File: src/hw/router_stats_macros.svh
/* Router statistics constants */

`ifndef ROUTER_STATS_MACROS_SVH
`define ROUTER_STATS_MACROS_SVH

// Port counts
`define ROUTER_NUM_ING_PORTS 11
`define ROUTER_NUM_EGR_PORTS 11

// Counter and bus widths
`define ROUTER_CNTR_WIDTH 32
`define ROUTER_AVMM_ADDR_WIDTH 15
`define ROUTER_AVMM_DATA_WIDTH 32

// Identity word fields
`define ROUTER_MODULE_ID 10
`define ROUTER_MODULE_VERSION 16'h0100

// Datapath parameters reported through PARAMS0 and PARAMS1
`define ROUTER_MTU_BYTES 2000
`define ROUTER_DATA_BYTES 64
`define ROUTER_CLK_PERIOD_PS 8000

// Snapshot words per port
`define ROUTER_ING_CNTRS_PER_PORT 5
`define ROUTER_EGR_CNTRS_PER_PORT 4

`endif

File: src/hw/router_stats_pkg.sv
/* Router statistics types */

`include "router_stats_macros.svh"

package router_stats_pkg;

    typedef enum logic [1:0] {
        RESP_OKAY        = 2'b00,
        RESP_SLAVE_ERROR = 2'b10
    } avmm_resp_e;

    // Avalon-MM request from the bus master
    typedef struct packed {
        logic [`ROUTER_AVMM_ADDR_WIDTH-1:0]   address;
        logic                                 read;
        logic                                 write;
        logic [`ROUTER_AVMM_DATA_WIDTH-1:0]   writedata;
        logic [`ROUTER_AVMM_DATA_WIDTH/8-1:0] byteenable;
    } avmm_req_t;

    typedef struct packed {
        logic [`ROUTER_AVMM_DATA_WIDTH-1:0] readdata;
        logic                               readdatavalid;
        avmm_resp_e                         response;
        logic                               writeresponsevalid;
    } avmm_rsp_t;

    // Traffic-profile monitor counts, word 0 first
    typedef struct packed {
        logic [`ROUTER_CNTR_WIDTH-1:0] pkt_cnt;
        logic [`ROUTER_CNTR_WIDTH-1:0] byte_cnt;
        logic [`ROUTER_CNTR_WIDTH-1:0] err_cnt;
    } prof_cnt_t;

    typedef struct packed {
        prof_cnt_t                     prof;
        logic [`ROUTER_CNTR_WIDTH-1:0] async_fifo_ovf_cnt;
        logic [`ROUTER_CNTR_WIDTH-1:0] buf_ovf_cnt;
    } ing_cnt_set_t;

    typedef struct packed {
        prof_cnt_t                     prof;
        logic [`ROUTER_CNTR_WIDTH-1:0] buf_full_drop_cnt;
    } egr_cnt_set_t;

    // Read-select register layout
    typedef struct packed {
        logic [7:0] port;
        logic [7:0] cntr;
    } cntr_sel_t;

    typedef enum logic [`ROUTER_AVMM_ADDR_WIDTH-3:0] {
        VERSION_ID, PARAMS0, PARAMS1,
        ING_PORT_ENABLE_CON, EGR_PORT_ENABLE_CON,
        ING_PORT_ENABLE_STAT, EGR_PORT_ENABLE_STAT,
        ING_CNTRS_SAMPLE_CON, ING_CNTRS_READ_SEL, ING_CNTRS_READ_DATA,
        EGR_CNTRS_SAMPLE_CON, EGR_CNTRS_READ_SEL, EGR_CNTRS_READ_DATA,
        ING_POLICER_ENABLE,
        REG_COUNT
    } reg_addr_e;

endpackage

File: src/hw/port_stats_bank.sv
/* Per-direction port statistics bank */

`timescale 1ns/10ps
`include "router_stats_macros.svh"

module port_stats_bank
    import router_stats_pkg::*;
#(
    parameter int NUM_PORTS      = `ROUTER_NUM_ING_PORTS,
    parameter int NUM_EVENTS     = 2,
    parameter int CNTRS_PER_PORT = `ROUTER_ING_CNTRS_PER_PORT,
    parameter type cnt_set_t     = ing_cnt_set_t
) (
    input  logic                                 avmm_clk_ifc,
    input  logic                                 peripheral_sresetn_core,
    input  prof_cnt_t [NUM_PORTS-1:0]            prof_cnts,
    input  logic [NUM_PORTS-1:0][NUM_EVENTS-1:0] drop_events,
    input  logic [NUM_PORTS-1:0]                 sample_con,
    input  cntr_sel_t                            read_sel,
    output logic [`ROUTER_CNTR_WIDTH-1:0]        read_data
);

    localparam int W          = `ROUTER_CNTR_WIDTH;
    localparam int PORT_IDX_W = (NUM_PORTS > 1) ? $clog2(NUM_PORTS) : 1;

    logic [NUM_PORTS-1:0]                 sample_d;
    logic [NUM_PORTS-1:0]                 sample_rise;
    logic [NUM_PORTS-1:0][NUM_EVENTS-1:0] drop_d;
    logic [NUM_PORTS-1:0][NUM_EVENTS-1:0] drop_rise;

    logic [W-1:0]            evt_cnt  [NUM_PORTS][NUM_EVENTS];
    logic [NUM_EVENTS*W-1:0] evt_flat [NUM_PORTS];
    cnt_set_t                snap     [NUM_PORTS];

    logic                      sel_valid;
    logic [CNTRS_PER_PORT*W-1:0] sel_flat;
    int                        word_off;
    logic [W-1:0]              sel_word;

    assign sample_rise = sample_con & ~sample_d;
    assign drop_rise   = drop_events & ~drop_d;

    // Highest event index lands right after the profile words
    always_comb begin
        for (int p = 0; p < NUM_PORTS; p++) begin
            for (int e = 0; e < NUM_EVENTS; e++) begin
                evt_flat[p][e*W +: W] = evt_cnt[p][e];
            end
        end
    end

    ////////////////////////////////////////////////////////////
    // Drop counting and snapshot
    ////////////////////////////////////////////////////////////

    always_ff @(posedge avmm_clk_ifc) begin
        if (!peripheral_sresetn_core) begin
            sample_d <= '0;
            drop_d   <= '0;
            for (int p = 0; p < NUM_PORTS; p++) begin
                snap[p] <= '0;
                for (int e = 0; e < NUM_EVENTS; e++) begin
                    evt_cnt[p][e] <= '0;
                end
            end
        end else begin
            sample_d <= sample_con;
            drop_d   <= drop_events;
            for (int p = 0; p < NUM_PORTS; p++) begin
                for (int e = 0; e < NUM_EVENTS; e++) begin
                    // Clear on sample, but keep an edge landing in the same cycle
                    if (sample_rise[p]) begin
                        evt_cnt[p][e] <= W'(drop_rise[p][e]);
                    end else if (drop_rise[p][e]) begin
                        evt_cnt[p][e] <= evt_cnt[p][e] + W'(1);
                    end
                end
                if (sample_rise[p]) begin
                    snap[p] <= cnt_set_t'({prof_cnts[p], evt_flat[p]});
                end
            end
        end
    end

    ////////////////////////////////////////////////////////////
    // Selected word
    ////////////////////////////////////////////////////////////

    assign sel_valid = (int'(read_sel.port) < NUM_PORTS) &&
                       (int'(read_sel.cntr) < CNTRS_PER_PORT);

    // Word 0 sits at the top of the packed snapshot
    always_comb begin
        sel_flat = '0;
        word_off = 0;
        sel_word = '0;
        if (sel_valid) begin
            sel_flat = snap[read_sel.port[PORT_IDX_W-1:0]];
            word_off = (CNTRS_PER_PORT - 1 - int'(read_sel.cntr)) * W;
            sel_word = sel_flat[word_off +: W];
        end
    end

    always_ff @(posedge avmm_clk_ifc) begin
        if (!peripheral_sresetn_core) begin
            read_data <= '0;
        end else begin
            read_data <= sel_word;
        end
    end

endmodule

File: config.mk
export PLATFORM = sky130hd
export DESIGN_NAME = port_stats_bank
export DESIGN_NICKNAME = d
export VERILOG_FILES = /design/src/hw/router_stats_pkg.sv /design/src/hw/port_stats_bank.sv
export VERILOG_INCLUDE_DIRS = /design/src /design/src/hw
export SDC_FILE = /design/constraint.sdc
export NUM_CORES = 2
export LEC_CHECK = 0
export BUFFER_PORTS_ARGS = -buffer_cell sky130_fd_sc_hd__buf_2
export CAP_MARGIN = 15
export CORE_UTILIZATION = 55
export DETAILED_ROUTE_END_ITERATION = 6
export PLACE_DENSITY = 0.75
export SLEW_MARGIN = 20
export SYNTH_ARGS = -nofsm -noshare
export SYNTH_HDL_FRONTEND = slang
export SYNTH_SLANG_ARGS = --single-unit
File: constraint.sdc
create_clock -name avmm_clk_ifc -period 6.67 [get_ports avmm_clk_ifc]
set_clock_uncertainty 0.2 [all_clocks]
set_input_delay 0.3335 -clock avmm_clk_ifc [delete_from_list [all_inputs] [get_ports avmm_clk_ifc]]
set_output_delay 0.3335 -clock avmm_clk_ifc [all_outputs]
set_load 0.02 [all_outputs]
# --- Word-level counts from Yosys, hierarchy flattened ---
# Memories as Yosys holds them, arrays and structs flattened.
# Cells that the tools add are included.
classes:
  add_sub_neg: 23
  order_cmp: 2
  shift: 1
  mux: 177
  bitwise: 59
  n_reduce_logical: 2
ops:
  columns: ["op", "count"]
  rows:
  - ["160-bit two-way mux", 11]
  - ["32-bit two-way mux", 44]
  - ["32-bit by 1-bit adder with 32-bit output, second input constant", 22]
  - ["160-bit by 14-bit indexed part select with 32-bit output", 1]
  - ["1-bit two-way mux", 122]
  - ["1-bit bitwise OR", 55]
  - ["22-bit AND", 1]
  - ["22-bit inverter", 1]
  - ["11-bit AND", 1]
  - ["11-bit inverter", 1]
  - ["3-bit by 8-bit subtractor with 9-bit output, first input constant", 1]
  - ["8-bit by 3-bit less-than comparator with 1-bit output, second input constant", 1]
  - ["8-bit by 4-bit less-than comparator with 1-bit output, second input constant", 1]
  - ["2-bit AND reduction", 1]
  - ["1-bit logical AND", 1]
totals:
  register_bits: 65
  mem_bits_rw: 2464
  input_bits: 1107
  output_inout_bits: 32
  wordCells: 279
  n_memories: 2
memory_table:
  columns: ["memory", "words", "word_bits", "rd", "rd_ports_with_merged_regs", "wr", "line_no", "source"]
  rows:
  - ["snap", 11, 160, 1, 0, 11, "port_stats_bank.sv:33", "cnt_set_t snap [NUM_PORTS];"]
  - ["evt_cnt", 11, 64, 11, 0, 11, "port_stats_bank.sv:31", "logic [W-1:0] evt_cnt [NUM_PORTS][NUM_EVENTS];"]

# --- Longest topological paths before layout ---
logic_depth:
  depth_word: 7
  depth_mapped: 12
  ltp_nobuf: 7

# --- Least setup slack after synthesis ---
# No wires, ideal clock.
synth_path:
  path_kind: "input-to-reg"
  from: "input port peripheral_sresetn_core"
  to: "memory evt_cnt[7][33] (netlist bit) (data pin)"
  setup_ps: 259
  t_arrival_ps: 5048
  setup_slack_ps: 1163
  path_stages: 6
  n_path_buf: 3
  path_cell_list: "clkbuf_1 > clkbuf_1 > clkbuf_1 > nand2_1 > nor2_1 > and2_1"
synth_lines:
  columns: ["item", "line_no", "source"]
  rows:
  - ["start, declared", "port_stats_bank.sv:15", "input logic peripheral_sresetn_core,"]
  - ["end, declared", "port_stats_bank.sv:31", null]

==> results.md <==
* Largest area contributor in the netlist: edfxtp_1
* CP Max Fanout at 114
* Final #Nets at 12122
* Worst hold slack at around 0.025 ns
* DIE AREA at 0.217 mm2
* Leak at around 56 nW
* Root Driver: clkbuf_16
* Dpl ws at about 2.6 ns
* Commonest non-fill, non-tap cell in the layout: edfxtp_1
* Routability cong. at roughly 1.1
* Non-Filler Instances at 14193
* Inserted Clock Buffers at 288
* IO Count at roughly 1100
* Final setup fails at 0
* Most frequent cells in the layout: edfxtp_1, and2_1, dlygate4sd3_1
* Status: complete, no violations
* Fin. Hold Viols at 0
* Synthesized instance count at 8798
* Final instance area at approximately 0.15 mm2
* DRC violation count after routing at 0
* Clk slew on worst S/H paths at 0.06 ns
* Cells after DPL at 12376
* Most area-consuming cells after synthesis: edfxtp_1, and2_1, mux4_2
* Final Critical Period at approximately 3.7 ns
* DR WL/cell at approximately 35 um
* Hold_buf cts at ~1200
* Synthesized flop and latch total at about 2500
* Site row count at 170
* Worst Tran Pin Value at about 1.2 ns
* RSZ-0062 raised after global routing: false
* Vias in the first global route at about 86000
* DR vias at 91429
* Initial antenna violation count at 190
* Grt total ovfl at 0
* Fillers at around 15000
* Syn. warnings at 0
* FMAX at 273 MHz
* Asr flop ratio synth at 0%
* Mapped Nets at 9929
* CP endpoint kind: flip-flop
* CTS Sinks at about 2500
* DR top layer: met5
* I/O Buffers at between 1000 and 1500
* EDFF count, synth at between 2000 and 2500
* Setup CP Type: reg2reg
* Max clock buf depth at 4
* DRT iter0 DRCs at 14406
* Slew Limit Fails at 0
* Sequential fraction of the synthesis area at 63.5%
* Post-route ant nets at 0
* Avg Cell Area, Syn at 13.5 um2
* Worst path required time at around 7.0 ns
* Max VDD drop at between 200 and 300 uV
* Post-cts resize count at 0
* CTS tree: yes
* Largest net degree at the start of global routing at 158
* Post-Route WL at about 490 mm
* Yosys top cell area share at 62.4%
* Fraction of layout instances using a drive strength above 1 at roughly a fifth
* Max_cap viols at 0
* Arrival @ worst endpoint at approximately 4 ns
* Period Utilization, post-route at between 50% and 60%
* Total core area at between 0.2 and 0.25 mm2
* Vias per Instance at 6.44
* Clock Latency Late Sink at 0.94 ns
* Slew HR at between 20% and 30%
* Die Y at approximately 470 um
* Post-synth top flop: edfxtp_1
* Drt first pass iters at 6
* Setup TNS at 0 ns
* Mapped Area at approximately 0.12 mm2
* Initial Util at around 55%
* WL met1 at 163 mm
* DP Wirelength at between 300 and 400 mm
* Routed length on met2 at 211 mm
* Synth cell types at slightly below 60
* P&R area growth vs syn at 25.0%
* Total track usage at roughly 44%
* Setup slack after layout at ~3 ns
* CP startpoint kind: flip-flop
* Die width at 466 um
* First-pass GRT wire length at 664 mm
* H-Tree Depth at 5
* PD cells at 263 mW/mm2
* Post CTS Setup Buffer Count at 0
* DR WL met3 at roughly 67 mm
* Hold WC Path Type: in2reg
* Placed cell area at between 0.1 and 0.15 mm2
-- state kept, by name, summed over array words and instances (netlist names) --
name,flops
evt_cnt,704
read_data,32
drop_d,22
snap,1760
sample_d,11
-- metrics by stage --
step                utilization (%)  power (mW)
floorplan                         -        21.0
global placement               59.3        22.9
detailed placement             59.3        22.9
CTS                            68.9        38.7
global route                   69.0        39.6
finish                         69.1        39.0
-- cell families after synthesis --
group	share of synthesized area, %
XOR/XNOR	4.04
AND/OR/NAND/NOR	18.9
multiplexers	8.63
buffers and inverters	2.04
AO/OA/AOI/OAI	2.57
flip-flops	63.5
adder cells (fa/ha/maj)	0.253
-- final timing paths --
check	startpoint	endpoint	slack, ns	depth (start not counted)
hold reg to reg	evt_cnt[5][31]	snap[5][63]	0.37	1
setup reg to reg	sample_d[5]	snap[5][97]	3.01	4
setup / recovery	sample_d[5]	snap[5][97]	3.01	4
hold / removal	prof_cnts[905]	snap[9][105]	0.02	3
-- critical path, stage by stage (launching register included) --
cell and delay, ns:
dfxtp_1 0.52, nand2b_1 0.37, and2_1 0.41, inv_8 0.68, buf_4 0.76
-- per-layer routing --
layer	global-route usage [%]	up-vias
met4	35.9	64
met2	63.9	7400
met5	0.0220	-
met3	14.4	1802
met1	55.0	45336
li1	-	36827
-- where the power goes --
group	switching [mW]	internal (mW)	leakage, nW	total [mW]
clock network	6.59	8.91	4.37	15.5
logic	2.27	1.62	23.7	3.89
registers	0.968	18.6	27.6	19.6
-- cell usage after synthesis, types with 75 or more instances --
cell	instances
nor4_1	78
xor2_1	299
nor3_1	160
nor2_1	696
nand2_1	342
and2_1	1770
mux4_2	372
inv_1	105
mux2_2	75
clkbuf_1	415
a21oi_1	142
nand3_1	388
nand4_1	186
xnor2_1	246
o21ai_0	136
mux2i_1	99
and4_1	86
edfxtp_1	2464
or3_1	86
and3_1	109
-- final cells by class --
type / count / area, um2 / area share (%)
Sequential cell: 2529 / 75300 / 50.8
Multi-Input combinational cell: 5655 / 41000 / 27.7
Timing Repair Buffer: 2412 / 18500 / 12.5
Clock buffer: 363 / 7760 / 5.24
Tap cell: 2838 / 3550 / 2.40
Clock inverter: 136 / 1130 / 0.763
Inverter: 105 / 457 / 0.308
Antenna cell: 155 / 388 / 0.262
Power figures use the tool's default switching activity.
