--- src/hw/router_stats_macros.svh ---
/* Router statistics constants */

`ifndef ROUTER_STATS_MACROS_SVH
`define ROUTER_STATS_MACROS_SVH

// Port counts
`define ROUTER_NUM_ING_PORTS 11
`define ROUTER_NUM_EGR_PORTS 11

// Counter and bus widths
`define ROUTER_CNTR_WIDTH 32
`define ROUTER_AVMM_ADDR_WIDTH 15
`define ROUTER_AVMM_DATA_WIDTH 32

// Identity word fields
`define ROUTER_MODULE_ID 10
`define ROUTER_MODULE_VERSION 16'h0100

// Datapath parameters reported through PARAMS0 and PARAMS1
`define ROUTER_MTU_BYTES 2000
`define ROUTER_DATA_BYTES 64
`define ROUTER_CLK_PERIOD_PS 8000

// Snapshot words per port
`define ROUTER_ING_CNTRS_PER_PORT 5
`define ROUTER_EGR_CNTRS_PER_PORT 4

`endif

--- src/hw/router_stats_pkg.sv ---
/* Router statistics types */

`include "router_stats_macros.svh"

package router_stats_pkg;

    typedef enum logic [1:0] {
        RESP_OKAY        = 2'b00,
        RESP_SLAVE_ERROR = 2'b10
    } avmm_resp_e;

    // Avalon-MM request from the bus master
    typedef struct packed {
        logic [`ROUTER_AVMM_ADDR_WIDTH-1:0]   address;
        logic                                 read;
        logic                                 write;
        logic [`ROUTER_AVMM_DATA_WIDTH-1:0]   writedata;
        logic [`ROUTER_AVMM_DATA_WIDTH/8-1:0] byteenable;
    } avmm_req_t;

    typedef struct packed {
        logic [`ROUTER_AVMM_DATA_WIDTH-1:0] readdata;
        logic                               readdatavalid;
        avmm_resp_e                         response;
        logic                               writeresponsevalid;
    } avmm_rsp_t;

    // Traffic-profile monitor counts, word 0 first
    typedef struct packed {
        logic [`ROUTER_CNTR_WIDTH-1:0] pkt_cnt;
        logic [`ROUTER_CNTR_WIDTH-1:0] byte_cnt;
        logic [`ROUTER_CNTR_WIDTH-1:0] err_cnt;
    } prof_cnt_t;

    typedef struct packed {
        prof_cnt_t                     prof;
        logic [`ROUTER_CNTR_WIDTH-1:0] async_fifo_ovf_cnt;
        logic [`ROUTER_CNTR_WIDTH-1:0] buf_ovf_cnt;
    } ing_cnt_set_t;

    typedef struct packed {
        prof_cnt_t                     prof;
        logic [`ROUTER_CNTR_WIDTH-1:0] buf_full_drop_cnt;
    } egr_cnt_set_t;

    // Read-select register layout
    typedef struct packed {
        logic [7:0] port;
        logic [7:0] cntr;
    } cntr_sel_t;

    typedef enum logic [`ROUTER_AVMM_ADDR_WIDTH-3:0] {
        VERSION_ID, PARAMS0, PARAMS1,
        ING_PORT_ENABLE_CON, EGR_PORT_ENABLE_CON,
        ING_PORT_ENABLE_STAT, EGR_PORT_ENABLE_STAT,
        ING_CNTRS_SAMPLE_CON, ING_CNTRS_READ_SEL, ING_CNTRS_READ_DATA,
        EGR_CNTRS_SAMPLE_CON, EGR_CNTRS_READ_SEL, EGR_CNTRS_READ_DATA,
        ING_POLICER_ENABLE,
        REG_COUNT
    } reg_addr_e;

endpackage

--- src/hw/router_regs_avmm.sv ---
/* Router control and statistics registers */

`timescale 1ns/10ps
`include "router_stats_macros.svh"

module router_regs_avmm
    import router_stats_pkg::*;
(
    input  logic                                 avmm_clk_ifc,
    input  logic                                 peripheral_sresetn_core,
    input  avmm_req_t                            avmm_req,
    output avmm_rsp_t                            avmm_rsp,
    input  logic [`ROUTER_NUM_ING_PORTS-1:0]     ing_ports_connected,
    input  logic [`ROUTER_NUM_EGR_PORTS-1:0]     egr_ports_connected,
    output logic [`ROUTER_NUM_ING_PORTS-1:0]     ing_phys_ports_enable,
    output logic [`ROUTER_NUM_EGR_PORTS-1:0]     egr_phys_ports_enable,
    output logic [`ROUTER_NUM_ING_PORTS-1:0]     ing_policer_enable,
    output logic [`ROUTER_NUM_ING_PORTS-1:0]     ing_sample_con,
    output logic [`ROUTER_NUM_EGR_PORTS-1:0]     egr_sample_con,
    output cntr_sel_t                            ing_read_sel,
    output cntr_sel_t                            egr_read_sel,
    input  logic [`ROUTER_AVMM_DATA_WIDTH-1:0]   ing_read_data,
    input  logic [`ROUTER_AVMM_DATA_WIDTH-1:0]   egr_read_data
);

    localparam int NI  = `ROUTER_NUM_ING_PORTS;
    localparam int NE  = `ROUTER_NUM_EGR_PORTS;
    localparam int DW  = `ROUTER_AVMM_DATA_WIDTH;
    localparam int WAW = `ROUTER_AVMM_ADDR_WIDTH - 2;

    // Constant identity and parameter words
    localparam logic [DW-1:0] VERSION_ID_WORD = {
        16'(`ROUTER_MODULE_VERSION), 16'(`ROUTER_MODULE_ID)
    };
    localparam logic [DW-1:0] PARAMS0_WORD = {
        8'd0, 8'(`ROUTER_DATA_BYTES), 8'(NE), 8'(NI)
    };
    localparam logic [DW-1:0] PARAMS1_WORD = {
        16'(`ROUTER_CLK_PERIOD_PS), 16'(`ROUTER_MTU_BYTES)
    };

    logic [WAW-1:0] word_addr;
    logic           addr_ok;
    logic [DW-1:0]  rd_word;
    logic [DW-1:0]  wr_merged;

    function automatic logic [DW-1:0] lane_merge(
        input logic [DW-1:0]   cur,
        input logic [DW-1:0]   wdata,
        input logic [DW/8-1:0] be
    );
        logic [DW-1:0] res;
        res = cur;
        for (int b = 0; b < DW/8; b++) begin
            if (be[b]) begin
                res[8*b +: 8] = wdata[8*b +: 8];
            end
        end
        return res;
    endfunction

    assign word_addr = avmm_req.address[`ROUTER_AVMM_ADDR_WIDTH-1:2];
    assign addr_ok   = word_addr < REG_COUNT;

    ////////////////////////////////////////////////////////////
    // Read mux
    ////////////////////////////////////////////////////////////

    always_comb begin
        rd_word = '0;
        case (word_addr)
            VERSION_ID:           rd_word = VERSION_ID_WORD;
            PARAMS0:              rd_word = PARAMS0_WORD;
            PARAMS1:              rd_word = PARAMS1_WORD;
            ING_PORT_ENABLE_CON:  rd_word = DW'(ing_phys_ports_enable);
            EGR_PORT_ENABLE_CON:  rd_word = DW'(egr_phys_ports_enable);
            ING_PORT_ENABLE_STAT: rd_word = DW'(ing_ports_connected);
            EGR_PORT_ENABLE_STAT: rd_word = DW'(egr_ports_connected);
            ING_CNTRS_SAMPLE_CON: rd_word = DW'(ing_sample_con);
            ING_CNTRS_READ_SEL:   rd_word = DW'(ing_read_sel);
            ING_CNTRS_READ_DATA:  rd_word = ing_read_data;
            EGR_CNTRS_SAMPLE_CON: rd_word = DW'(egr_sample_con);
            EGR_CNTRS_READ_SEL:   rd_word = DW'(egr_read_sel);
            EGR_CNTRS_READ_DATA:  rd_word = egr_read_data;
            ING_POLICER_ENABLE:   rd_word = DW'(ing_policer_enable);
            default:              rd_word = '0;
        endcase
    end

    // Current value with the enabled lanes replaced
    assign wr_merged = lane_merge(rd_word, avmm_req.writedata, avmm_req.byteenable);

    ////////////////////////////////////////////////////////////
    // Writable registers
    ////////////////////////////////////////////////////////////

    always_ff @(posedge avmm_clk_ifc) begin
        if (!peripheral_sresetn_core) begin
            ing_phys_ports_enable <= '1;
            egr_phys_ports_enable <= '1;
            ing_policer_enable    <= '0;
            ing_sample_con        <= '0;
            egr_sample_con        <= '0;
            ing_read_sel          <= '0;
            egr_read_sel          <= '0;
        end else if (avmm_req.write) begin
            // Read-only and unmapped addresses fall through
            case (word_addr)
                ING_PORT_ENABLE_CON:  ing_phys_ports_enable <= wr_merged[NI-1:0];
                EGR_PORT_ENABLE_CON:  egr_phys_ports_enable <= wr_merged[NE-1:0];
                ING_CNTRS_SAMPLE_CON: ing_sample_con        <= wr_merged[NI-1:0];
                ING_CNTRS_READ_SEL:   ing_read_sel          <= cntr_sel_t'(wr_merged[15:0]);
                EGR_CNTRS_SAMPLE_CON: egr_sample_con        <= wr_merged[NE-1:0];
                EGR_CNTRS_READ_SEL:   egr_read_sel          <= cntr_sel_t'(wr_merged[15:0]);
                ING_POLICER_ENABLE:   ing_policer_enable    <= wr_merged[NI-1:0];
                default: ;
            endcase
        end
    end

    ////////////////////////////////////////////////////////////
    // Response
    ////////////////////////////////////////////////////////////

    always_ff @(posedge avmm_clk_ifc) begin
        if (!peripheral_sresetn_core) begin
            avmm_rsp.readdatavalid      <= 1'b0;
            avmm_rsp.writeresponsevalid <= 1'b0;
        end else begin
            avmm_rsp.readdatavalid      <= avmm_req.read;
            avmm_rsp.writeresponsevalid <= avmm_req.write;
        end
        // Code and read data are captured with each request
        if (avmm_req.read || avmm_req.write) begin
            avmm_rsp.response <= addr_ok ? RESP_OKAY : RESP_SLAVE_ERROR;
        end
        if (avmm_req.read) begin
            avmm_rsp.readdata <= rd_word;
        end
    end

endmodule

--- config.mk ---
export PLATFORM = sky130hd
export DESIGN_NAME = router_regs_avmm
export DESIGN_NICKNAME = d
export VERILOG_FILES = /design/src/hw/router_stats_pkg.sv /design/src/hw/router_regs_avmm.sv
export VERILOG_INCLUDE_DIRS = /design/src /design/src/hw
export SDC_FILE = /design/constraint.sdc
export NUM_CORES = 1
export LEC_CHECK = 0
export BUFFER_PORTS_ARGS = -buffer_cell sky130_fd_sc_hd__buf_2
export CORE_MARGIN = 2
export CORE_UTILIZATION = 25
export DETAILED_ROUTE_END_ITERATION = 16
export GPL_TIMING_DRIVEN = 0
export SYNTH_ARGS = -nofsm -noshare
export SYNTH_HDL_FRONTEND = slang
export SYNTH_SLANG_ARGS = --single-unit
--- constraint.sdc ---
create_clock -name avmm_clk_ifc -period 5.25 [get_ports avmm_clk_ifc]
set_input_delay 1.05 -clock avmm_clk_ifc [delete_from_list [all_inputs] [get_ports avmm_clk_ifc]]
set_output_delay 1.05 -clock avmm_clk_ifc [all_outputs]
set_load 0.01 [all_outputs]
=== Word level (Yosys, flattened, before mapping) ===
Cells that the tools add are included.

* Bits in registers: 123
* Latch bits: 0
* Bits in writable memories: 0
* Bits in read-only memories: 0
* Input bits: 141
* Output and inout port bits: 123
* Logic and storage cells: 40
* Memories: 0

* $add $sub $neg: 0
* $mul: 0
* Div/mod/pow operators: 0
* $lt $le $gt $ge: 1
* Equal/unequal tests: 13
* Shift operators: 0
* Mux-type cells: 4
* Bitwise gates (word level): 0
* Reductions and logical operators: 9

{| class="wikitable"
|+ Operators by type and width
! kind !! count
|-
| $pmux W32 S14 || 1
|-
| $eq A13 B4 Y1 const B || 6
|-
| $eq A13 B3 Y1 const B || 4
|-
| $eq A13 B2 Y1 const B || 2
|-
| $mux W8 || 2
|-
| $reduce_and A2 Y1 || 7
|-
| $eq A13 B1 Y1 const B || 1
|-
| $logic_not A13 Y1 || 1
|-
| $lt A13 B4 Y1 const B || 1
|-
| $mux W2 || 1
|-
| $logic_or A1 B1 Y1 || 1
|}

=== Longest topological paths before layout ===
Gate-level depths: netlist of run 1.

* Word-level depth: 3
* Gate-level depth with buffers: 9

=== Worst setup path before layout of run 1 ===
Ideal clock, no wire load.

* Path kind: input to register
* Start: input port avmm_req[51] (netlist name)
* End: register ing_read_sel[13] (netlist name)
* Setup time: 0.074 ns
* Data arrival time: 2.955 ns
* Setup slack: 2.221 ns
* Stages: 7
* Path buffers: 3
* Path through: or4_4 or4_1 buf_6 buf_6 buf_6 or3_4 a31oi_2

* Longest elaborated chain between the ends: 3
* Elaborated cells between the ends (all ways): 17
* Classes of those cells: 13 x eq/ne; 2 x mux; 2 x reduce/logical

{| class="wikitable"
|+ Ends and longest elaborated chain
! what !! line !! source
|-
| start, declared || router_regs_avmm.sv:11 || <nowiki>input avmm_req_t avmm_req,</nowiki>
|-
| $eq A13 B4 Y1, or another cell as far along || router_regs_avmm.sv:71 || <nowiki>case (word_addr)</nowiki>
|-
| $pmux W32 S14 || router_regs_avmm.sv:71 ||
|-
| $mux W8 || router_regs_avmm.sv:55 || <nowiki>if (be[b]) begin</nowiki>
|-
| end signal, assigned || router_regs_avmm.sv:112 || <nowiki>ING_CNTRS_READ_SEL: ing_read_sel <= cntr_sel_t'(wr_merged[15:0]);</nowiki>
|-
| end, declared || router_regs_avmm.sv:20 || <nowiki>output cntr_sel_t ing_read_sel,</nowiki>
|}

Parallel ways exist; a longest one is shown, timed or not.
A chain may end at the register's enable or synchronous reset.

=== Worst setup path after layout of run 1 ===
* Start: input port avmm_req[41] (netlist name)
* End: register egr_phys_ports_enable[5]

* Longest elaborated chain between the ends: 3
* Elaborated cells between the ends (all ways): 17
* Classes of those cells: 13 x eq/ne; 2 x mux; 2 x reduce/logical

{| class="wikitable"
|+ Ends and longest elaborated chain
! what !! line !! source
|-
| $eq A13 B4 Y1, or another cell as far along || router_regs_avmm.sv:71 ||
|-
| $pmux W32 S14 || router_regs_avmm.sv:71 ||
|-
| $mux W8 || router_regs_avmm.sv:55 ||
|-
| end signal, assigned || router_regs_avmm.sv:110 || <nowiki>EGR_PORT_ENABLE_CON: egr_phys_ports_enable <= wr_merged[NE-1:0];</nowiki>
|-
| end, declared || router_regs_avmm.sv:16 || <nowiki>output logic [`ROUTER_NUM_EGR_PORTS-1:0] egr_phys_ports_enable,</nowiki>
|}

Parallel ways exist; a longest one is shown, timed or not.

==> impl_results.rst, run 1 <==
.. list-table::
   :header-rows: 1

   * - Metric
     - Value
   * - Clock buffer count from CTS
     - 17
   * - Final layout net count
     - 1,054
   * - Status
     - finished clean
   * - Hold Buf Count CTS
     - 0
   * - Area of the die
     - 0.02523 mm2
   * - Aggregate global routing overflow
     - 0
   * - Clock Sink Count
     - 122
   * - H-tree levels
     - 4
   * - Mapped Area
     - 0.005994 mm2
   * - Number of register bits inferred by synthesis
     - 122
   * - Floorplan die height
     - 158.9 um
   * - Part of the total power dissipated in the clock network
     - 0.495
   * - Site Rows
     - 56
   * - Reg2Reg Launch Point
     - egr_phys_ports_enable[6]
   * - Layer with the highest usage
     - met2
   * - Kind of path behind the tightest hold check
     - flop to flop
   * - Width of the die
     - 158.9 um
   * - Met1 capacity usage during global routing
     - 0.2894
   * - Design internal power
     - 1.801 mW
   * - Number of primary I/O pins
     - 264
   * - Final critical delay including setup and external delays
     - 3661 ps
   * - Synthesized netlist net count
     - 794
   * - Post-CTS setup buffer count
     - 0
   * - Worst hold path endpoint
     - ing_policer_enable[0]
   * - Setup slack after placement
     - 1285 ps
   * - Finish-stage setup viols
     - 0
   * - Remaining DRCs
     - 0
   * - Core footprint
     - 0.02347 mm2
   * - Vias per cell
     - 5.363
   * - Number of max-capacitance violations reported
     - 0
   * - Iter 0 DRT Violations
     - 563
   * - Setup repair after global routing missed its margin
     - false
   * - Maximum buffer depth of the clock tree
     - 2
   * - Number of cells on the worst reg-to-reg path
     - 6
   * - Antenna violations before repair
     - 5
   * - Critical register-to-register path endpoint
     - ing_sample_con[6]
   * - Avg WL per Cell
     - 23.29 um
   * - Sum of routed wire length over all layers
     - 29,100 um
   * - Last weighted congestion value of the routability-driven placer
     - 0.9238
   * - Hold Path Depth
     - 2
   * - Via count of the first global-routing pass
     - 6,632
   * - Fill cells
     - 2,499
   * - DR vias
     - 6,699
   * - Yosys warning count
     - 0
   * - Combinational power share
     - 0.101
   * - Detail Placement HPWL
     - 23,070 um
   * - Category of the most critical setup path
     - input port to flop
   * - Total power per unit cell area
     - 295.6 mW/mm2
   * - Final hold violation count
     - 0
   * - Achievable frequency
     - 273.1 MHz
   * - Leakage
     - 3.492 nW
   * - Sw power
     - 627.3 uW
   * - Number of port buffers
     - 241
   * - Sequential fraction of design power
     - 0.403
   * - Total of cells resized after clock tree synthesis
     - 0
   * - Proportion of total power due to net switching
     - 0.2583
   * - Clock insertion delay at the later pin of the skew report
     - 430 ps
   * - Count of flip-flops with a built-in enable after synthesis
     - 33
   * - Flip-flop cell with the highest count after synthesis
     - dfxtp_1
   * - Flop2flop setup slack
     - 3040 ps
   * - Synthesized area per cell
     - 9.180 um2
   * - Netlist cell types
     - 65
   * - Crit share post-route
     - 0.6974
   * - Min-Delay Startpoint
     - ing_policer_enable[0]
   * - Worst rel slew slack
     - 0.2977
   * - Clock root cell
     - clkbuf_16
   * - Critical Path End Type
     - flop
   * - Setup tns final
     - 0 ps
   * - Largest driver fanout on the critical path
     - 10
   * - Final-report max-slew violation count
     - 0
   * - Growth of design area from synthesis to finish
     - 37.07%
   * - Clock Skews
     - 13.52 ps
   * - Critical path required time
     - 5520 ps
   * - Post-synthesis sequential area ratio
     - 0.4625
   * - Detailed-routing iteration count for the pre-antenna-repair pass
     - 7
   * - Count of antenna-violating nets left after detailed routing
     - 0
   * - Largest net degree at the start of global routing
     - 35
   * - Global-route wire length before repair
     - 42,840 um
   * - All-Layer GR Usage
     - 0.2266
   * - Worst setup path startpoint
     - avmm_req[41]
   * - Transition time at the pin with the least slew margin
     - 1045 ps
   * - Ys async rst share
     - 0
   * - Worst-case vdd ir drop
     - 0.2056 mV
   * - Data arrival time of the critical path
     - 3930 ps
   * - Met2 usage in global routing
     - 0.3503
   * - Met3 track demand over resource
     - 0.06714
   * - Critical path launch point type
     - input port
   * - CTS tree
     - built
   * - Share of post-route cells with drive strength above 1
     - 0.3413
   * - Clock transition time at the flip-flop clock pins of the worst setup and hold paths
     - 60 ps
   * - Initial Utilization
     - 0.2554
   * - Mapped Cells
     - 653
   * - Final Worst Setup Slack
     - 1589 ps
cell usage after synthesis (all sizes together) (15+ instances only):
cell	count	area, um2
a21oi	73	376.6
a22o	17	148.9
a22oi	17	127.6
a31oi	17	118.9
buf	25	141.4
clkbuf	32	120.1
dfxtp	89	1782
edfxtp	33	991.0
mux2i	24	240.2
nand2	51	191.4
nor2	35	133.9
nor3b	15	112.6
o21ai	57	285.3
o22ai	16	100.1
layout make-up:
class | count | area, um2 | area share
Clock buffer | 21 | 503.0 | 0.06122
Sequential cell | 122 | 2773 | 0.3374
Inverter | 9 | 33.78 | 0.004111
Buffer | 57 | 261.5 | 0.03183
Clock inverter | 11 | 103.9 | 0.01264
Timing Repair Buffer | 241 | 1206 | 0.1468
Antenna cell | 4 | 10.01 | 0.001218
Multi-Input combinational cell | 465 | 2927 | 0.3562
Tap cell | 319 | 399.1 | 0.04858
per-layer routing:
metal  wire length, um  share of wire
met1             12220           0.42
met2             12860           0.44
met3              2799          0.096
met4              1203          0.041
met5                13        0.00045
per-stage QoR:
step / cell area [um2] / util / hold slack [ps] / cells / total power [mW]
2_1_floorplan: 5995 / - / 501.7 / 653 / 1.112
3_3_place_gp: 7600 / 0.3238 / 473.8 / 1213 / 1.240
3_5_place_dp: 7600 / 0.3238 / 473.9 / 1213 / 1.240
4_1_cts: 8207 / 0.3496 / 483.0 / 1245 / 2.428
5_1_grt: 8214 / 0.3499 / 510.9 / 1248 / 2.486
6_report: 8217 / 0.3501 / 482.3 / 1249 / 2.429
registers in the layout, indices dropped and copies added (netlist names):
| signal | cells |
|---|---|
| avmm_rsp | 35 |
| egr_read_sel | 16 |
| ing_read_sel | 16 |
| egr_phys_ports_enable | 11 |
| egr_sample_con | 11 |
| ing_phys_ports_enable | 11 |
| ing_policer_enable | 11 |
| ing_sample_con | 11 |
layout by cell type, fill, tap and decap left out, types with 9 or more instances in the layout:
| cell type | netlist | final |
|---|---|---|
| dfxtp_1 | 89 | 89 |
| a31oi_1 | 15 | 15 |
| edfxtp_1 | 33 | 33 |
| inv_1 | 9 | 9 |
| clkbuf_1 | 32 | 32 |
| nor2_1 | 34 | 34 |
| a22oi_1 | 17 | 17 |
| buf_2 | 17 | 258 |
| nand3b_1 | 14 | 14 |
| o21ai_0 | 57 | 57 |
| a21oi_1 | 70 | 70 |
| mux2i_1 | 24 | 24 |
| o22ai_1 | 16 | 16 |
| nor3b_1 | 15 | 15 |
| nor2b_1 | 9 | 9 |
| clkbuf_16 | 0 | 19 |
| a22o_1 | 17 | 17 |
| nand2_1 | 51 | 51 |
| nand3_1 | 12 | 12 |
worst max-delay path by stage:
stage,endpoint,slack [ps],depth (start not counted)
after CTS,egr_phys_ports_enable[5],1720,9
after global placement,ing_sample_con[5],1230,9
after detailed placement,ing_sample_con[5],1280,9
after floorplan,ing_read_sel[13],2220,7
final,egr_phys_ports_enable[5],1590,9
after global routing,ing_phys_ports_enable[5],1400,9
power groups by stage:
| stage | Sequential (mW) | Clock [mW] | Combinational (mW) |
|---|---|---|---|
| floorplan | 1.01 | 0 | 0.104 |
| global placement | 1.00 | 0 | 0.241 |
| detailed placement | 1.00 | 0 | 0.239 |
| CTS | 0.980 | 1.21 | 0.240 |
| global route | 0.981 | 1.25 | 0.260 |
| finish | 0.980 | 1.20 | 0.246 |
cells by family (layout without fill, tap and decap cells):
logic type             after synthesis  count (layout)  synth area share
and+or+nand+nor                    184             184            0.1643
other                                1               5         0.0006256
buffers and inverters               66             339           0.04926
AOI/OAI and AO/OA                  249             249            0.2701
DFF                                122             122            0.4625
muxes                               31              31           0.05323
worst max-delay path: stages:
cell	delay (ps)
buf_2	160
buf_2	230
buf_1	650
mux2i_1	360
o211ai_1	120
a311oi_1	560
nor3_1	90
a21oi_1	570
a21oi_1	140
No activity file was read; power rests on OpenSTA's default activity.
==> inputs of run 2 (changes only) <==
--- a/config.mk
+++ b/config.mk
@@ -6,6 +6,7 @@
 export SDC_FILE = /design/constraint.sdc
 export NUM_CORES = 1
 export LEC_CHECK = 0
+export ABC_AREA = 1
 export BUFFER_PORTS_ARGS = -buffer_cell sky130_fd_sc_hd__buf_2
 export CORE_MARGIN = 2
 export CORE_UTILIZATION = 25
==> constraint.sdc (replaced) <==
create_clock -name avmm_clk_ifc -period 3.77 [get_ports avmm_clk_ifc]
set_input_delay 0.754 -clock avmm_clk_ifc [delete_from_list [all_inputs] [get_ports avmm_clk_ifc]]
set_output_delay 0.754 -clock avmm_clk_ifc [all_outputs]
set_load 0.01 [all_outputs]
==> run 2 against run 1 <==
  * Cell count grew 28%
  * First-iteration DRC count up 46%
  * Die area is 16% higher
  * Highest routed layer unchanged
  * Non-clock buffer count decreased by 9
  * Flip-flop and latch count unchanged
  * Area after synthesis up 17%
  * Synthesized cell count rose by 45%
  * Sequential power increased by 39%
  * Utilization decreased by 1.5 points
  * Register-to-register slack got worse by 510 ps
==> impl_results.rst, run 2 <==
.. list-table::
   :header-rows: 1

   * - Metric
     - Value
   * - Fraction of post-synthesis cell area in the top cell type by area
     - 0.2548 (-0.04239)
   * - Post-CTS setup buffer count
     - 0 (unchanged)
   * - Met1 capacity usage during global routing
     - 0.2771 (-0.01230)
   * - Area used by multi-input combinational logic
     - 0.003477 mm2 (+19%)
   * - Core footprint
     - 0.02763 mm2 (+18%)
   * - H-tree levels
     - 4 (unchanged)
   * - Count of flip-flops with a built-in enable after synthesis
     - 33 (unchanged)
   * - Clock Skews
     - 8.267 ps (-5.252 ps)
   * - Category of the most critical setup path
     - input port to flop
   * - Critical Path End Type
     - flop
   * - Share of post-route cells with drive strength above 1
     - 0.3126 (-0.02865)
   * - Remaining DRCs
     - 0 (unchanged)
   * - CTS tree
     - built
   * - Largest net degree at the start of global routing
     - 35 (unchanged)
   * - Most area-consuming cells after synthesis
     - dfxtp_1 (25%), edfxtp_1 (14%), nand3_1 (11%)
   * - Detailed-routing iteration count for the pre-antenna-repair pass
     - 6 (-1)
   * - Vias per cell
     - 5.006 (-6.7%)
   * - Post-synthesis sequential area ratio
     - 0.3966 (-0.06597)
   * - Number of register bits inferred by synthesis
     - 122 (unchanged)
   * - Area of the die
     - 0.02932 mm2 (+16%)
   * - Netlist cell types
     - 39 (-40%)
   * - Fill cells
     - 3,024 (+21%)
   * - Final layout net count
     - 1,350 (+28%)
   * - Finished Cell Area
     - 0.009250 mm2 (+13%)
   * - Standard cell area after detailed placement
     - 0.008671 mm2 (+14%)
   * - Transition time at the pin with the least slew margin
     - 951.6 ps (-93.73 ps)
   * - Post-layout utilization of the core
     - 0.3348 (-0.01526)
   * - Met3 track demand over resource
     - 0.06696 (-0.0001788)
   * - Count of antenna-violating nets left after detailed routing
     - 0 (unchanged)
   * - Clock insertion delay at the later pin of the skew report
     - 420 ps (about the same)
   * - Top cells by instance count after synthesis
     - nand3_1 (157), nand2_1 (151), inv_1 (110)
   * - Clock buffer count from CTS
     - 17 (unchanged)
   * - Sum of routed wire length over all layers
     - 33,840 um (+16%)
   * - Most frequently used cell type in the post-synthesis netlist
     - nand3_1
   * - Setup tns final
     - 0 ps (unchanged)
   * - Largest registers
     - avmm_rsp x35, egr_read_sel x16, ing_read_sel x16
   * - Yosys warning count
     - 0 (unchanged)
   * - Achievable frequency
     - 395.2 MHz
   * - Antenna violations before repair
     - 6 (+1)
   * - Most common cell after layout, fill and taps aside
     - buf_2
   * - Site Rows
     - 61 (+8.9%)
   * - Clock transition time at the flip-flop clock pins of the worst setup and hold paths
     - 60 ps (about the same)
   * - Flip-flop cell with the highest count after synthesis
     - dfxtp_1
   * - Iter 0 DRT Violations
     - 824 (+46%)
   * - Finish-stage setup viols
     - 0 (unchanged)
   * - Detail Placement HPWL
     - 25,110 um (+8.9%)
   * - Mapped Cells
     - 949 (+45%)
   * - Number of port buffers
     - 241 (unchanged)
   * - Synthesized netlist net count
     - 1,090 (+37%)
   * - Leakage
     - 4.564 nW (+31%)
   * - Total of cells resized after clock tree synthesis
     - 0 (unchanged)
   * - Setup repair after global routing missed its margin
     - false
   * - Worst-case vdd ir drop
     - 0.2967 mV (+44%)
   * - Crit share post-route
     - 0.6713
   * - All-Layer GR Usage
     - 0.2241 (-0.002482)
   * - Worst rel slew slack
     - 0.3656 (+0.06785)
   * - Mapped Area
     - 0.006992 mm2 (+17%)
   * - Final Worst Setup Slack
     - 1239 ps (-349.6 ps)
   * - Setup slack after placement
     - 908.7 ps (-375.9 ps)
   * - Ys async rst share
     - 0 (unchanged)
   * - Final critical delay including setup and external delays
     - 2531 ps
   * - Biggest register
     - avmm_rsp
   * - Clock root cell
     - clkbuf_16
   * - Layer with the highest usage
     - met2
   * - Area taken by flip-flops and latches
     - 0.002773 mm2 (unchanged)
   * - Via count of the first global-routing pass
     - 7,422 (+12%)
   * - Status
     - finished clean
   * - Total power per unit cell area
     - 346.5 mW/mm2 (+17%)
   * - Final-report max-slew violation count
     - 0 (unchanged)
   * - Global-route wire length before repair
     - 47,220 um (+10%)
   * - Growth of design area from synthesis to finish
     - 32.30%
   * - Maximum buffer depth of the clock tree
     - 2 (unchanged)
   * - Width of the die
     - 171.2 um (+7.8%)
   * - Synthesized area per cell
     - 7.367 um2 (-20%)
   * - Floorplan die height
     - 171.2 um (+7.8%)
   * - Clock Sink Count
     - 122 (unchanged)
   * - Critical path required time
     - 4080 ps (-1440 ps)
   * - Number of flip-flops in the largest register
     - 35 (unchanged)
   * - Area leader, netlist
     - dfxtp_1
   * - Final hold violation count
     - 0 (unchanged)
   * - Data arrival time of the critical path
     - 2840 ps (-1090 ps)
   * - DR vias
     - 8,029 (+20%)
   * - Last weighted congestion value of the routability-driven placer
     - 0.9079 (-1.7%)
   * - Largest driver fanout on the critical path
     - 10 (unchanged)
   * - Number of primary I/O pins
     - 264 (unchanged)
   * - Aggregate global routing overflow
     - 0 (unchanged)
   * - Kind of path behind the tightest hold check
     - flop to flop
   * - Leading cell types in the layout, fill and taps excluded
     - buf_2 (258), nand3_1 (157), nand2_1 (151)
   * - Initial Utilization
     - 0.2531 (-0.002327)
   * - Avg WL per Cell
     - 21.10 um (-9.4%)
   * - Number of max-capacitance violations reported
     - 0 (unchanged)
   * - Met2 usage in global routing
     - 0.3594 (+0.009059)
   * - Hold Buf Count CTS
     - 0 (unchanged)
   * - Critical path launch point type
     - input port
==> run 2: cell count changes in the layout (fill, tap and decap cells not counted), sizes merged, moves of 24 or more <==
cell | before | now
o21a | 1 | 26
o21ai | 57 | 92
nand2 | 51 | 172
clkbuf | 53 | 29
nand3 | 12 | 158
nor2 | 35 | 84
inv | 13 | 123
mux2i | 24 | 0
==> run 2: area by class of cell <==
cell class	instances	share of cell area
clock buffer	19	0.04897
timing repair buffer	241	0.1304
buffer	48	0.03233
antenna	4	0.001082
tap	378	0.05113
inverter	118	0.04788
multi-input combinational	661	0.3759
sequential	122	0.2997
clock inverter	13	0.01258
==> run 2: through the flow <==
step                      power [mW]  hold WS, ps  instances
final                          3.205        492.4       1604
after global routing           3.316        526.7       1601
after CTS                      3.226        496.5       1600
after detailed placement       1.617        480.2       1568
after global placement         1.617        472.9       1568
after floorplan                1.479        530.3        949
==> run 2: cell families after synthesis <==
group | synth area share
compound gates | 0.1872
flops | 0.3966
buf+inv | 0.1061
simple gates | 0.3096
other cells | 0.0005363
==> run 2: path summary, 6_finish.rpt <==
kind / from / end / slack (ps) / depth (start not counted)
worst max-delay path: avmm_req[42] / ing_phys_ports_enable[10] / 1240 / 10
worst min-delay path: egr_phys_ports_enable[5] / egr_phys_ports_enable[5] / 490 / 2
worst max register to register: ing_policer_enable[4] / egr_read_sel[4] / 2530 / 8
worst min register to register: egr_phys_ports_enable[5] / egr_phys_ports_enable[5] / 490 / 2
==> run 2: routing by layer <==
metal,wire length [um],up-vias
li1,-,3726
met1,13820,3741
met2,15290,474
met3,3366,84
met4,1341,4
met5,19,-
==> run 2: report_power, final <==
part	internal [mW]	leakage (nW)	switching, mW
registers	1.36	1.04	0.00417
logic	0.0792	3.25	0.147
clock network	0.945	0.273	0.670
total	2.38	4.56	0.821
==> run 2: critical path: stages <==
cell and delay [ps]:
buf_2 130, nor2_1 260, nand2_1 140, nor2_4 320, nand2_4 200, nor2_4 320, inv_2 170, buf_2 280
a21oi_1 170, nand2_1 70
